<file path="src/common/adc_pkg.sv">
// Shared types and constants for the motor feedback ADC subsystem.
// Covers sample and register word types, LTC1864 frame timing and
// the register map used by the read mux and the config block.
// Import with a wildcard inside the module body; use scoped names in port lists.

`default_nettype none

package adc_pkg;

    // data types
    typedef logic [15:0] adc_sample_t;   // one LTC1864 code
    typedef logic [15:0] reg_addr_t;     // register address
    typedef logic [31:0] reg_data_t;     // register word

    // frame timing, in clkadc cycles
    localparam int CONV_CYCLES  = 8;     // conv high time
    localparam int SHIFT_BITS   = 16;    // bits per frame
    localparam int FRAME_CYCLES = CONV_CYCLES + 2 * SHIFT_BITS;   // sclk at clkadc/2

    // sequencer counter, must hold SHIFT_BITS and CONV_CYCLES-1
    localparam int SEQ_CNT_W = 5;

    // address decode
    localparam int ADDR_CFG_BIT = 8;     // set -> config space
    localparam int CHAN_LSB     = 4;     // channel field low bit
    localparam int CHAN_W       = 4;     // channel field width
    localparam int CFG_OFS_W    = 4;     // config offset field, bits 3:0

    // config space offsets
    localparam logic [CFG_OFS_W-1:0] CFG_CTRL_ADDR   = 4'd0;  // bit 0 enable
    localparam logic [CFG_OFS_W-1:0] CFG_PERIOD_ADDR = 4'd1;  // sample period
    localparam logic [CFG_OFS_W-1:0] CFG_COUNT_ADDR  = 4'd2;  // frame counter, read only

    // shortest period that still fits a whole frame plus a gap
    localparam int PERIOD_MIN = FRAME_CYCLES + 2;

    // quad reader sequencer
    typedef enum logic [1:0] {
        IDLE,       // waiting for start
        CONVERT,    // conv high
        SHIFT       // clocking bits out of the parts
    } seq_state_t;

endpackage

`default_nettype wire

</file>
<file path="src/hw/ltc1864_quad/ltc1864_quad.sv">
// Reader for four LTC1864 ADCs that share one conv and one sclk line.
// A start tick runs one frame: conv high for CONV_CYCLES, then SHIFT_BITS
// sclk periods at clkadc/2 with miso taken on each sclk rise, MSB first.
// The four codes are held on out1..out4 and done pulses once per frame.
// A start seen while a frame is running is dropped.

`timescale 1ns/100ps
`default_nettype none

module ltc1864_quad (
    input  wire                  clkadc,
    input  wire                  rst,
    input  wire                  start,     // one-cycle frame request
    input  wire [1:4]            miso,      // one data line per part
    output logic                 sclk,      // shared serial clock
    output logic                 conv,      // shared convert strobe
    output adc_pkg::adc_sample_t out1,
    output adc_pkg::adc_sample_t out2,
    output adc_pkg::adc_sample_t out3,
    output adc_pkg::adc_sample_t out4,
    output logic                 done       // new codes on out1..out4
);

    import adc_pkg::*;

    seq_state_t           state;
    logic [SEQ_CNT_W-1:0] cnt;              // conv cycles, then sclk rises
    adc_sample_t          shreg [1:4];      // per-part shift registers
    logic                 sclk_rise;        // sclk goes high at this edge
    logic                 last_bit;         // all bits in, close the frame

    // sclk low this cycle means it rises at the coming edge
    assign sclk_rise = (state == SHIFT) && !sclk;

    // last rise already happened, we sit in the final high phase
    assign last_bit = (state == SHIFT) && sclk
                   && (cnt == SEQ_CNT_W'(SHIFT_BITS));

    // frame sequencer
    always_ff @(posedge clkadc) begin
        if (rst) begin
            state <= IDLE;
            cnt   <= '0;
            conv  <= 1'b0;
            sclk  <= 1'b0;
            done  <= 1'b0;
        end else begin
            done <= 1'b0;                       // strobe by default
            case (state)
                IDLE: begin
                    sclk <= 1'b0;
                    if (start) begin
                        state <= CONVERT;
                        conv  <= 1'b1;          // conv rises the cycle after start
                        cnt   <= '0;
                    end
                end
                CONVERT: begin
                    if (cnt == SEQ_CNT_W'(CONV_CYCLES - 1)) begin
                        state <= SHIFT;
                        conv  <= 1'b0;          // conversion time over
                        cnt   <= '0;            // now counts sclk rises
                    end else begin
                        cnt <= cnt + 1'b1;
                    end
                end
                SHIFT: begin
                    sclk <= ~sclk;              // low one cycle, high one cycle
                    if (sclk_rise) begin
                        cnt <= cnt + 1'b1;
                    end
                    if (last_bit) begin
                        state <= IDLE;          // sclk drops back low here too
                        done  <= 1'b1;
                    end
                end
                default: begin
                    state <= IDLE;
                    conv  <= 1'b0;
                    sclk  <= 1'b0;
                end
            endcase
        end
    end

    // shift in on each rise, data path only
    always_ff @(posedge clkadc) begin
        if (sclk_rise) begin
            for (int i = 1; i <= 4; i++) begin
                shreg[i] <= {shreg[i][SHIFT_BITS-2:0], miso[i]};  // MSB first
            end
        end
    end

    // held results, stable between frames
    always_ff @(posedge clkadc) begin
        if (rst) begin
            out1 <= '0;
            out2 <= '0;
            out3 <= '0;
            out4 <= '0;
        end else if (last_bit) begin
            out1 <= shreg[1];
            out2 <= shreg[2];
            out3 <= shreg[3];
            out4 <= shreg[4];
        end
    end

endmodule

`default_nettype wire

</file>
<file path="src/hw/adc_cfg.sv">
// Configuration block for the ADC readers.
// Holds the conversion enable and the sample period, written by a
// one-cycle reg_wen strobe into the config space. Periods below
// PERIOD_MIN are clamped. While enabled the timer issues start every
// period cycles; frame_done pulses are counted for readback.

`timescale 1ns/100ps
`default_nettype none

module adc_cfg (
    input  wire                clkadc,
    input  wire                rst,
    input  wire adc_pkg::reg_addr_t reg_waddr,
    input  wire adc_pkg::reg_data_t reg_wdata,
    input  wire                reg_wen,      // write strobe, one cycle
    input  wire                frame_done,   // from the current bank
    output logic               start,        // tick to both readers
    output logic               enable,
    output logic [15:0]        period,
    output adc_pkg::reg_data_t frame_count
);

    import adc_pkg::*;

    logic        cfg_wr;        // write hits config space
    logic        ctrl_wr;
    logic        period_wr;
    logic [15:0] period_new;    // clamped write value
    logic [15:0] tmr;           // cycles since last start

    assign cfg_wr    = reg_wen && reg_waddr[ADDR_CFG_BIT];
    assign ctrl_wr   = cfg_wr && (reg_waddr[CFG_OFS_W-1:0] == CFG_CTRL_ADDR);
    assign period_wr = cfg_wr && (reg_waddr[CFG_OFS_W-1:0] == CFG_PERIOD_ADDR);

    // clamp so a full frame always fits
    assign period_new = (reg_wdata[15:0] < 16'(PERIOD_MIN)) ? 16'(PERIOD_MIN)
                                                             : reg_wdata[15:0];

    // >= keeps the tick alive if period shrinks mid-count
    assign start = enable && (tmr >= period - 16'd1);

    // config registers
    always_ff @(posedge clkadc) begin
        if (rst) begin
            enable <= 1'b0;
            period <= 16'(PERIOD_MIN);
        end else begin
            if (ctrl_wr) begin
                enable <= reg_wdata[0];
            end
            if (period_wr) begin
                period <= period_new;
            end
        end
    end

    // period timer, held at zero while disabled
    always_ff @(posedge clkadc) begin
        if (rst || !enable || start) begin
            tmr <= '0;
        end else begin
            tmr <= tmr + 16'd1;
        end
    end

    // frame counter, wraps
    always_ff @(posedge clkadc) begin
        if (rst) begin
            frame_count <= '0;
        end else if (frame_done) begin
            frame_count <= frame_count + 32'd1;
        end
    end

endmodule

`default_nettype wire

</file>
<file path="src/hw/adc_ctrl.sv">
// ADC controller: pot bank and motor-current bank readers, the config
// block and the register read mux. A data read returns pot and current
// of one channel packed as {pot, cur}; a config read returns the control,
// period or frame counter register. Read data is combinational.

`timescale 1ns/100ps
`default_nettype none

module adc_ctrl (
    input  wire                      clkadc,
    input  wire                      rst,
    input  wire [1:8]                miso,        // 1-4 pot, 5-8 current
    input  wire adc_pkg::reg_addr_t  reg_raddr,
    output adc_pkg::reg_data_t       reg_rdata,
    input  wire adc_pkg::reg_addr_t  reg_waddr,
    input  wire adc_pkg::reg_data_t  reg_wdata,
    input  wire                      reg_wen,
    output wire [1:2]                sclk,        // 1 pot bank, 2 current bank
    output wire [1:2]                conv,
    output wire adc_pkg::adc_sample_t cur1,
    output wire adc_pkg::adc_sample_t cur2,
    output wire adc_pkg::adc_sample_t cur3,
    output wire adc_pkg::adc_sample_t cur4,
    output wire                      frame_done   // new samples valid
);

    import adc_pkg::*;

    adc_sample_t       potval [1:4];
    adc_sample_t       curval [1:4];
    logic              start;
    logic              enable;
    logic [15:0]       period;
    reg_data_t         frame_count;
    logic [CHAN_W-1:0] chan;

    adc_cfg adc_cfg_i (
        .clkadc      (clkadc),
        .rst         (rst),
        .reg_waddr   (reg_waddr),
        .reg_wdata   (reg_wdata),
        .reg_wen     (reg_wen),
        .frame_done  (frame_done),
        .start       (start),
        .enable      (enable),
        .period      (period),
        .frame_count (frame_count)
    );

    // pot bank, its done is redundant with the current bank
    ltc1864_quad adc_pot (
        .clkadc (clkadc),
        .rst    (rst),
        .start  (start),
        .miso   (miso[1:4]),
        .sclk   (sclk[1]),
        .conv   (conv[1]),
        .out1   (potval[1]),
        .out2   (potval[2]),
        .out3   (potval[3]),
        .out4   (potval[4]),
        .done   ()
    );

    ltc1864_quad adc_cur (
        .clkadc (clkadc),
        .rst    (rst),
        .start  (start),
        .miso   (miso[5:8]),
        .sclk   (sclk[2]),
        .conv   (conv[2]),
        .out1   (curval[1]),
        .out2   (curval[2]),
        .out3   (curval[3]),
        .out4   (curval[4]),
        .done   (frame_done)    // both banks share timing
    );

    assign chan = reg_raddr[CHAN_LSB +: CHAN_W];

    // read mux
    always_comb begin
        reg_rdata = '0;
        if (!reg_raddr[ADDR_CFG_BIT]) begin
            if (chan >= 4'd1 && chan <= 4'd4) begin
                reg_rdata = {potval[chan], curval[chan]};  // pot in upper half
            end
        end else begin
            case (reg_raddr[CFG_OFS_W-1:0])
                CFG_CTRL_ADDR:   reg_rdata = {31'd0, enable};
                CFG_PERIOD_ADDR: reg_rdata = {16'd0, period};
                CFG_COUNT_ADDR:  reg_rdata = frame_count;
                default:         reg_rdata = '0;
            endcase
        end
    end

    // motor current straight out for the control loop
    assign cur1 = curval[1];
    assign cur2 = curval[2];
    assign cur3 = curval[3];
    assign cur4 = curval[4];

endmodule

`default_nettype wire

</file>
<file path="src/hw/adc_top.sv">
// Project top for the four-axis analog feedback subsystem.
// Brings the ADC controller out to pins: conv/sclk per bank, eight miso
// lines, the register read/write ports, the motor currents and the
// frame_done strobe.

`timescale 1ns/100ps
`default_nettype none

module adc_top (
    input  wire                       clkadc,
    input  wire                       rst,
    input  wire [1:8]                 miso,        // pot 1-4, current 5-8
    input  wire adc_pkg::reg_addr_t   reg_raddr,
    output wire adc_pkg::reg_data_t   reg_rdata,   // no read latency
    input  wire adc_pkg::reg_addr_t   reg_waddr,
    input  wire adc_pkg::reg_data_t   reg_wdata,
    input  wire                       reg_wen,     // one-cycle write strobe
    output wire [1:2]                 sclk,
    output wire [1:2]                 conv,
    output wire adc_pkg::adc_sample_t cur1,
    output wire adc_pkg::adc_sample_t cur2,
    output wire adc_pkg::adc_sample_t cur3,
    output wire adc_pkg::adc_sample_t cur4,
    output wire                       frame_done
);

    adc_ctrl adc_ctrl_i (
        .clkadc     (clkadc),
        .rst        (rst),
        .miso       (miso),
        .reg_raddr  (reg_raddr),
        .reg_rdata  (reg_rdata),
        .reg_waddr  (reg_waddr),
        .reg_wdata  (reg_wdata),
        .reg_wen    (reg_wen),
        .sclk       (sclk),       // index 1 pot, 2 current
        .conv       (conv),
        .cur1       (cur1),
        .cur2       (cur2),
        .cur3       (cur3),
        .cur4       (cur4),
        .frame_done (frame_done)
    );

endmodule

`default_nettype wire

</file>
<file path="config.mk">
export PLATFORM = sky130hd
export DESIGN_NAME = adc_top
export DESIGN_NICKNAME = d
export VERILOG_FILES = /design/src/common/adc_pkg.sv /design/src/hw/ltc1864_quad/ltc1864_quad.sv /design/src/hw/adc_cfg.sv /design/src/hw/adc_ctrl.sv /design/src/hw/adc_top.sv
export SDC_FILE = /design/constraint.sdc
export NUM_CORES = 1
export LEC_CHECK = 0
export ABC_AREA = 1
export BUFFER_PORTS_ARGS = -buffer_cell sky130_fd_sc_hd__buf_2
export CAP_MARGIN = 0
export CORE_UTILIZATION = 63
export DETAILED_ROUTE_END_ITERATION = 6
export PLACE_DENSITY = 0.82
export SLEW_MARGIN = 20
export SYNTH_ARGS = -nofsm -noshare
export SYNTH_HDL_FRONTEND = slang
export SYNTH_HIERARCHICAL = 1
export SYNTH_SLANG_ARGS = --single-unit
</file>
<file path="constraint.sdc">
create_clock -name clkadc -period 7.2 [get_ports clkadc]
set_input_delay 0.36 -clock clkadc [delete_from_list [all_inputs] [get_ports clkadc]]
set_output_delay 0.36 -clock clkadc [all_outputs]
set_load 0.03 [all_outputs]
</file>
Yosys cells after proc, flatten, opt, wreduce, memory -nomap -nowiden

Memory sizes are Yosys's and may differ from the RTL's.
Cells that the tools add are included.
W data, S select, Z words.

Add/sub/neg operators: 5
Multipliers: 0
Divide/modulo/power cells: 0
Order comparisons: 5
Eq/ne operators: 19
Shift operators: 0
Multiplexer cells: 36
Bitwise gates (word level): 5
Reduce and logical (&&, ||, !) cells: 29

Operators by type and width:

| kind                    | count |
|---|---|
| $bmux W16 S3            | 2 |
| $pmux W32 S3            | 1 |
| $mux W16                | 5 |
| $mux W32                | 2 |
| $add A32 B1 Y32 const B | 1 |
| $pmux W5 S3             | 2 |
| $mux W5                 | 5 |
| $reduce_and A3 Y1       | 6 |
| $add A16 B1 Y16 const B | 1 |
| $ge A16 B16 Y1          | 1 |
| $lt A16 B6 Y1 const B   | 1 |
| $sub A16 B1 Y16 const B | 1 |
| $ne A2 B2 Y1 const B    | 6 |
| $pmux W2 S3             | 2 |
| $logic_and A1 B1 Y1     | 11 |
| $add A5 B1 Y5 const B   | 2 |
| $eq A5 B3 Y1 const B    | 2 |
| $eq A5 B5 Y1 const B    | 2 |
| $mux W2                 | 5 |
| $eq A4 B1 Y1 const B    | 2 |
| $logic_not A4 Y1        | 2 |
| $mux W1                 | 8 |
| $pmux W1 S3             | 2 |
| $reduce_bool A3 Y1      | 2 |
| other kinds (14)        | 25 |

Register bits after elaboration: 212
Latch bits: 0
Bits in writable memories: 128
Memory bits (read-only): 0
Bits of input ports: 75
Output and inout port bits: 101
Word-level logic and storage cells: 122
Memories: 2

Memory list:

| name                     | depth | width | read ports | clocked after Yosys merged registers in | write ports | line               | RTL |
|---|---|---|---|---|---|---|---|
| adc_ctrl_i.adc_cur.shreg | 4     | 16    | 4          | 0                                       | 4           | ltc1864_quad.sv:28 | `adc_sample_t shreg [1:4];` |
| adc_ctrl_i.adc_pot.shreg | 4     | 16    | 4          | 0                                       | 4           | ltc1864_quad.sv:28 |  |

Logic depth before layout (Yosys ltp)

Word-level depth: 6
Depth in mapped cells: 20
Mapped depth without buffers: 20

By module

The synthesis kept the hierarchy.

By module, submodules not included:

| module       | instances | cells each | area an instance (sq um) | sequential area each (sq um) |
|---|---|---|---|---|
| ltc1864_quad | 2         | 445        | 4,903.5                  | 3,403.3 |
| adc_cfg      | 1         | 558        | 3,763.6                  | 1,301.2 |
| adc_ctrl     | 1         | 485        | 1,984.4                  | 0.0 |

Worst setup path after synthesis

OpenSTA, ideal clock, no wires.

Path type: flip-flop to flip-flop
Start point: reg adc_ctrl_i.adc_cur.state[0]
End point: reg adc_ctrl_i/adc_cur/shreg[0][0] (netlist name)
Setup time: 488 ps
Arrival time: 3,386 ps
Data required time: 6,712 ps
Setup slack: 3,326 ps
Cell stages (with the launch flop): 5
Path buffers: 0
Period minus slack after synthesis: 3,874 ps
Cell sequence: dfxtp_1 -> inv_1 -> ha_1 -> inv_1 -> nor2_1

RTL lines:

| item                     | line               | RTL |
|---|---|---|
| start: declaration       | ltc1864_quad.sv:26 | `seq_state_t state;` |
| start signal: assignment | ltc1864_quad.sv:42 | `state <= IDLE;` |
| start signal: assignment | ltc1864_quad.sv:53 | `state <= CONVERT;` |
| start signal: assignment | ltc1864_quad.sv:60 | `state <= SHIFT;` |

Final worst setup path

Start point: reg adc_ctrl_i.adc_cfg_i.period[0]
End point: reg adc_ctrl_i.adc_pot.cnt[1]

Word-level cells in the longest chain between the ends: 5

Ends and longest elaborated chain:

| item                        | line               | RTL |
|---|---|---|
| start: declaration          | adc_cfg.sv:19      | `output logic [15:0] period,` |
| start signal: assignment    | adc_cfg.sv:46      | `period <= 16'(PERIOD_MIN);` |
| start signal: assignment    | adc_cfg.sv:52      | `period <= period_new;` |
| $sub A16 B1 Y16             | adc_cfg.sv:40      | `assign start = enable && (tmr >= period - 16'd1);` |
| $ge A16 B16 Y1              | adc_cfg.sv:40      |  |
| $logic_and A1 B1 Y1         | adc_cfg.sv:40      |  |
| net adc_ctrl_i.start        | adc_ctrl.sv:31     | `logic start;` |
| $ne A2 B1 Y1 (no line)      | --                 |  |
| $reduce_and A3 Y1 (no line) | --                 |  |
| end signal: assignment      | ltc1864_quad.sv:64 | `cnt <= cnt + 1'b1;` |
| end signal: assignment      | ltc1864_quad.sv:70 | `cnt <= cnt + 1'b1;` |
| end: declaration            | ltc1864_quad.sv:27 | `logic [SEQ_CNT_W-1:0] cnt;` |

The timed path passes the listed nets, and every way through them passes these cells.
A chain may end at the register's enable or synchronous reset.

==> results.py <==
metrics = {
    "outcome": {
        "status": "completed",
    },
    "run": {
        "max_cap_violations": 0,
    },
    "pwr": {
        "p_int_w": 0.00336,
        "pwr-share-seq_pct": 50.8,
        "ir_worst_vdd_uv": 321,
        "p_comb_share_pct": 10.8,
        "p_sw_w": 0.00122,
        "p_per_area_mw_per_mm2": 265,
        "leakagePower_nw": 6.83,
        "switching_share_pct": 26.6,
        "clkPwrFrac_pct": 38.4,
    },
    "clocking": {
        "clockRootBuffer": "clkbuf_16",
        "cts_tree": "done",
        "htree_num_levels": 2,
        "cts.sinks": 340,
        "cts_made_buffers": 36,
        "cts_resized": 0,
        "clockBufferDepth": 3,
        "path_clk_slew_ns": 0.06,
        "clock_latency_ns": 0.52,
        "postCtsSetupRepairBufs": 0,
        "ctsHoldBuffers": 0,
    },
    "floorplanning": {
        "dieArea_mm2": 0.0253,
        "core_region_area_mm2": 0.0242,
        "placementRows": 57,
        "initial_core_util_pct": 64.1,
        "io_pins": 176,
        "dieHeight_um": 159,
        "die_w_um": 159,
    },
    "worst_setup_path": {
        "critPathLaunchType": "register",
        "critical_path.slowest_cell": "a21oi_1",
        "crit_buf_inv": 3,
        "reg2reg_from": "adc_ctrl_i/adc_cfg_i/period[0]",
        "path_depth": 19,
        "worstPathArrival_ns": 4.29,
        "crit_type": "reg -> reg",
        "worst_ep_required_time_ns": 7.65,
        "worstPathCellList": "inv_1 -> ha_1 -> nand3_1 -> nor2_1 -> nand2_1 -> nor3_1 -> xor2_1 -> inv_1 -> ha_1 -> nand4_1 -> nor3_1 -> nand2_1 -> a21oi_1 -> inv_1 -> nand2_1 -> nand3_1 -> nor2_1 -> nand3_1 -> a21oi_1",
        "cp-end-kind": "register",
        "cp_top_family": "simple AND/OR/NAND/NOR gates",
        "critPathCapture": "adc_ctrl_i/adc_pot/cnt[1]",
        "cp_max_fo": 6,
        "r2r_cells": 19,
        "slowest_delay_ns": 0.65,
        "worst-r2r-setup-slack_ns": 3.36,
        "r2r-end": "adc_ctrl_i/adc_pot/cnt[1]",
        "cp-startpoint": "adc_ctrl_i/adc_cfg_i/period[0]",
    },
    "final_layout": {
        "final_util_pct": 71.3,
        "areaGrowthSynthToFinish_pct": 11.3,
        "final_nets": 2131,
        "antenna_cells": 0,
        "reg_top3": "adc_ctrl_i/adc_cur/shreg x64, adc_ctrl_i/adc_pot/shreg x64, adc_ctrl_i/adc_cfg_i/frame_count x32",
        "regArea_mm2": 0.00809,
        "final_cell_area_mm2": 0.0173,
        "multi_input_area_mm2": 0.00644,
        "drive_above_1_share_pct": 11.8,
        "fillerInstances": 1963,
    },
    "global_route": {
        "grt_max_degree": 91,
        "overflow": 0,
        "grt_pass1_wl_um": 64000,
        "groute.usage.overall_pct": 31.4,
        "grt_pass1_vias": 12713,
        "antenna_found_initial": 0,
    },
    "sta": {
        "period_share_pct": 53.4,
        "tns_ns": 0,
        "worst_slew_pin_slew_ns": 1.13,
        "slew_violations": 0,
        "rsz0062_at_grt": "false",
        "fin_crit_ns": 3.84,
        "maxSlewHeadroom_pct": 24.5,
        "finalSetupViolations": 0,
        "skew_ns": 0.0118,
        "hold_violations": 0,
        "fmax_ghz": 0.260,
    },
    "routing": {
        "ant_nets": 0,
        "wire_per_inst_um": 16.9,
        "vias": 13523,
        "drt_pass1_iterations": 6,
        "drtIter0Drc": 1585,
        "drc": 0,
        "routed_wl_um": 40200,
        "viasPerCell": 5.69,
    },
    "yosys": {
        "synthCells": 1931,
        "synth_nets": 2039,
        "syn-cell-area_mm2": 0.0155,
        "syn_avg_cell_area_um2": 8.04,
        "yosysWarnings": 6,
    },
    "place": {
        "placed_cell_area_mm2": 0.0162,
        "gp_congestion": 0.941,
        "io_buffers": 141,
        "dp_hpwl_um": 25900,
    },
    "min_path": {
        "min_path_type": "in -> reg",
    },
}
==> power groups by stage <==
stage,Clock (W),Combinational [W],Sequential [W]
after CTS,0.00177,0.000494,0.00232
after global routing,0.00184,0.000549,0.00234
after global placement,0,0.000474,0.00236
after detailed placement,0,0.000489,0.00236
after floorplan,0,0.000333,0.00236
final,0.00176,0.000495,0.00233
==> through the flow <==
| stage | worst slack, ns | hold slack (ns) | cells | total power [W] |
|---|---|---|---|---|
| 6_report | 3.36 | 0.0142 | 2375 | 0.00458 |
| 5_1_grt | 2.97 | 0.00834 | 2375 | 0.00473 |
| 4_1_cts | 3.43 | 0.00463 | 2375 | 0.00458 |
| 3_5_place_dp | 3.44 | 0.433 | 2309 | 0.00285 |
| 3_3_place_gp | 3.58 | 0.428 | 2309 | 0.00283 |
| 2_1_floorplan | 3.33 | 0.427 | 1931 | 0.00270 |
==> layer usage <==
metal	vias up	share of wire (%)	GRT usage (%)
met1	6377	41	42.0
met3	70	9.2	6.77
li1	6508	-	-
met4	0	2.5	11.0
met2	568	47	50.6
met5	-	0	0
==> area by class of cell <==
cell class | count | area share (%)
Sequential cell | 340 | 46.8
Clock buffer | 50 | 5.76
Timing Repair Buffer | 154 | 4.66
Clock inverter | 16 | 0.601
Tap cell | 324 | 2.35
Inverter | 119 | 2.58
Multi-Input combinational cell | 1372 | 37.3
==> worst register-to-register path, stage by stage, from the launching register on <==
cell     delay, ns
dfxtp_1       0.34
inv_1         0.10
ha_1          0.21
nand3_1       0.13
nor2_1        0.19
nand2_1       0.14
nor3_1        0.20
xor2_1        0.18
inv_1         0.06
ha_1          0.29
nand4_1       0.12
nor3_1        0.16
nand2_1       0.10
a21oi_1       0.66
inv_1         0.09
nand2_1       0.13
nand3_1       0.20
nor2_1        0.24
nand3_1       0.12
a21oi_1       0.12
==> how the worst min path moves through the flow <==
| stage | depth (start not counted) | endpoint | slack [ns] | from |
|---|---|---|---|---|
| finish | 1 | adc_ctrl_i/adc_cur/shreg[0][16] | 0.01 | miso[6] |
| global route | 1 | adc_ctrl_i/adc_pot/shreg[0][16] | 0.008 | miso[2] |
| CTS | 1 | adc_ctrl_i/adc_cur/shreg[0][16] | 0.005 | miso[6] |
| detailed placement | 0 | adc_ctrl_i/adc_cur/shreg[0][28] | 0.43 | adc_ctrl_i/adc_cur/shreg[0][27] |
| global placement | 0 | adc_ctrl_i/adc_pot/shreg[0][19] | 0.43 | adc_ctrl_i/adc_pot/shreg[0][18] |
| floorplan | 0 | adc_ctrl_i/adc_cur/shreg[0][10] | 0.43 | adc_ctrl_i/adc_cur/shreg[0][9] |
==> cells in the final DEF, fill, tap and decap left out, drive strengths merged <==
cell / n
a211oi: 1
a21o: 1
a21oi: 179
a31oi: 1
and2: 1
and3: 3
buf: 154
bufinv: 1
clkbuf: 50
clkinv: 13
dfxtp: 212
edfxtp: 128
ha: 33
inv: 121
nand2: 582
nand3: 241
nand3b: 4
nand4: 13
nor2: 219
nor3: 11
nor3b: 2
o211ai: 1
o21a: 2
o21ai: 36
o21bai: 2
o22ai: 2
or2: 9
xnor2: 13
xor2: 16
(Power assumes the default switching activity.)
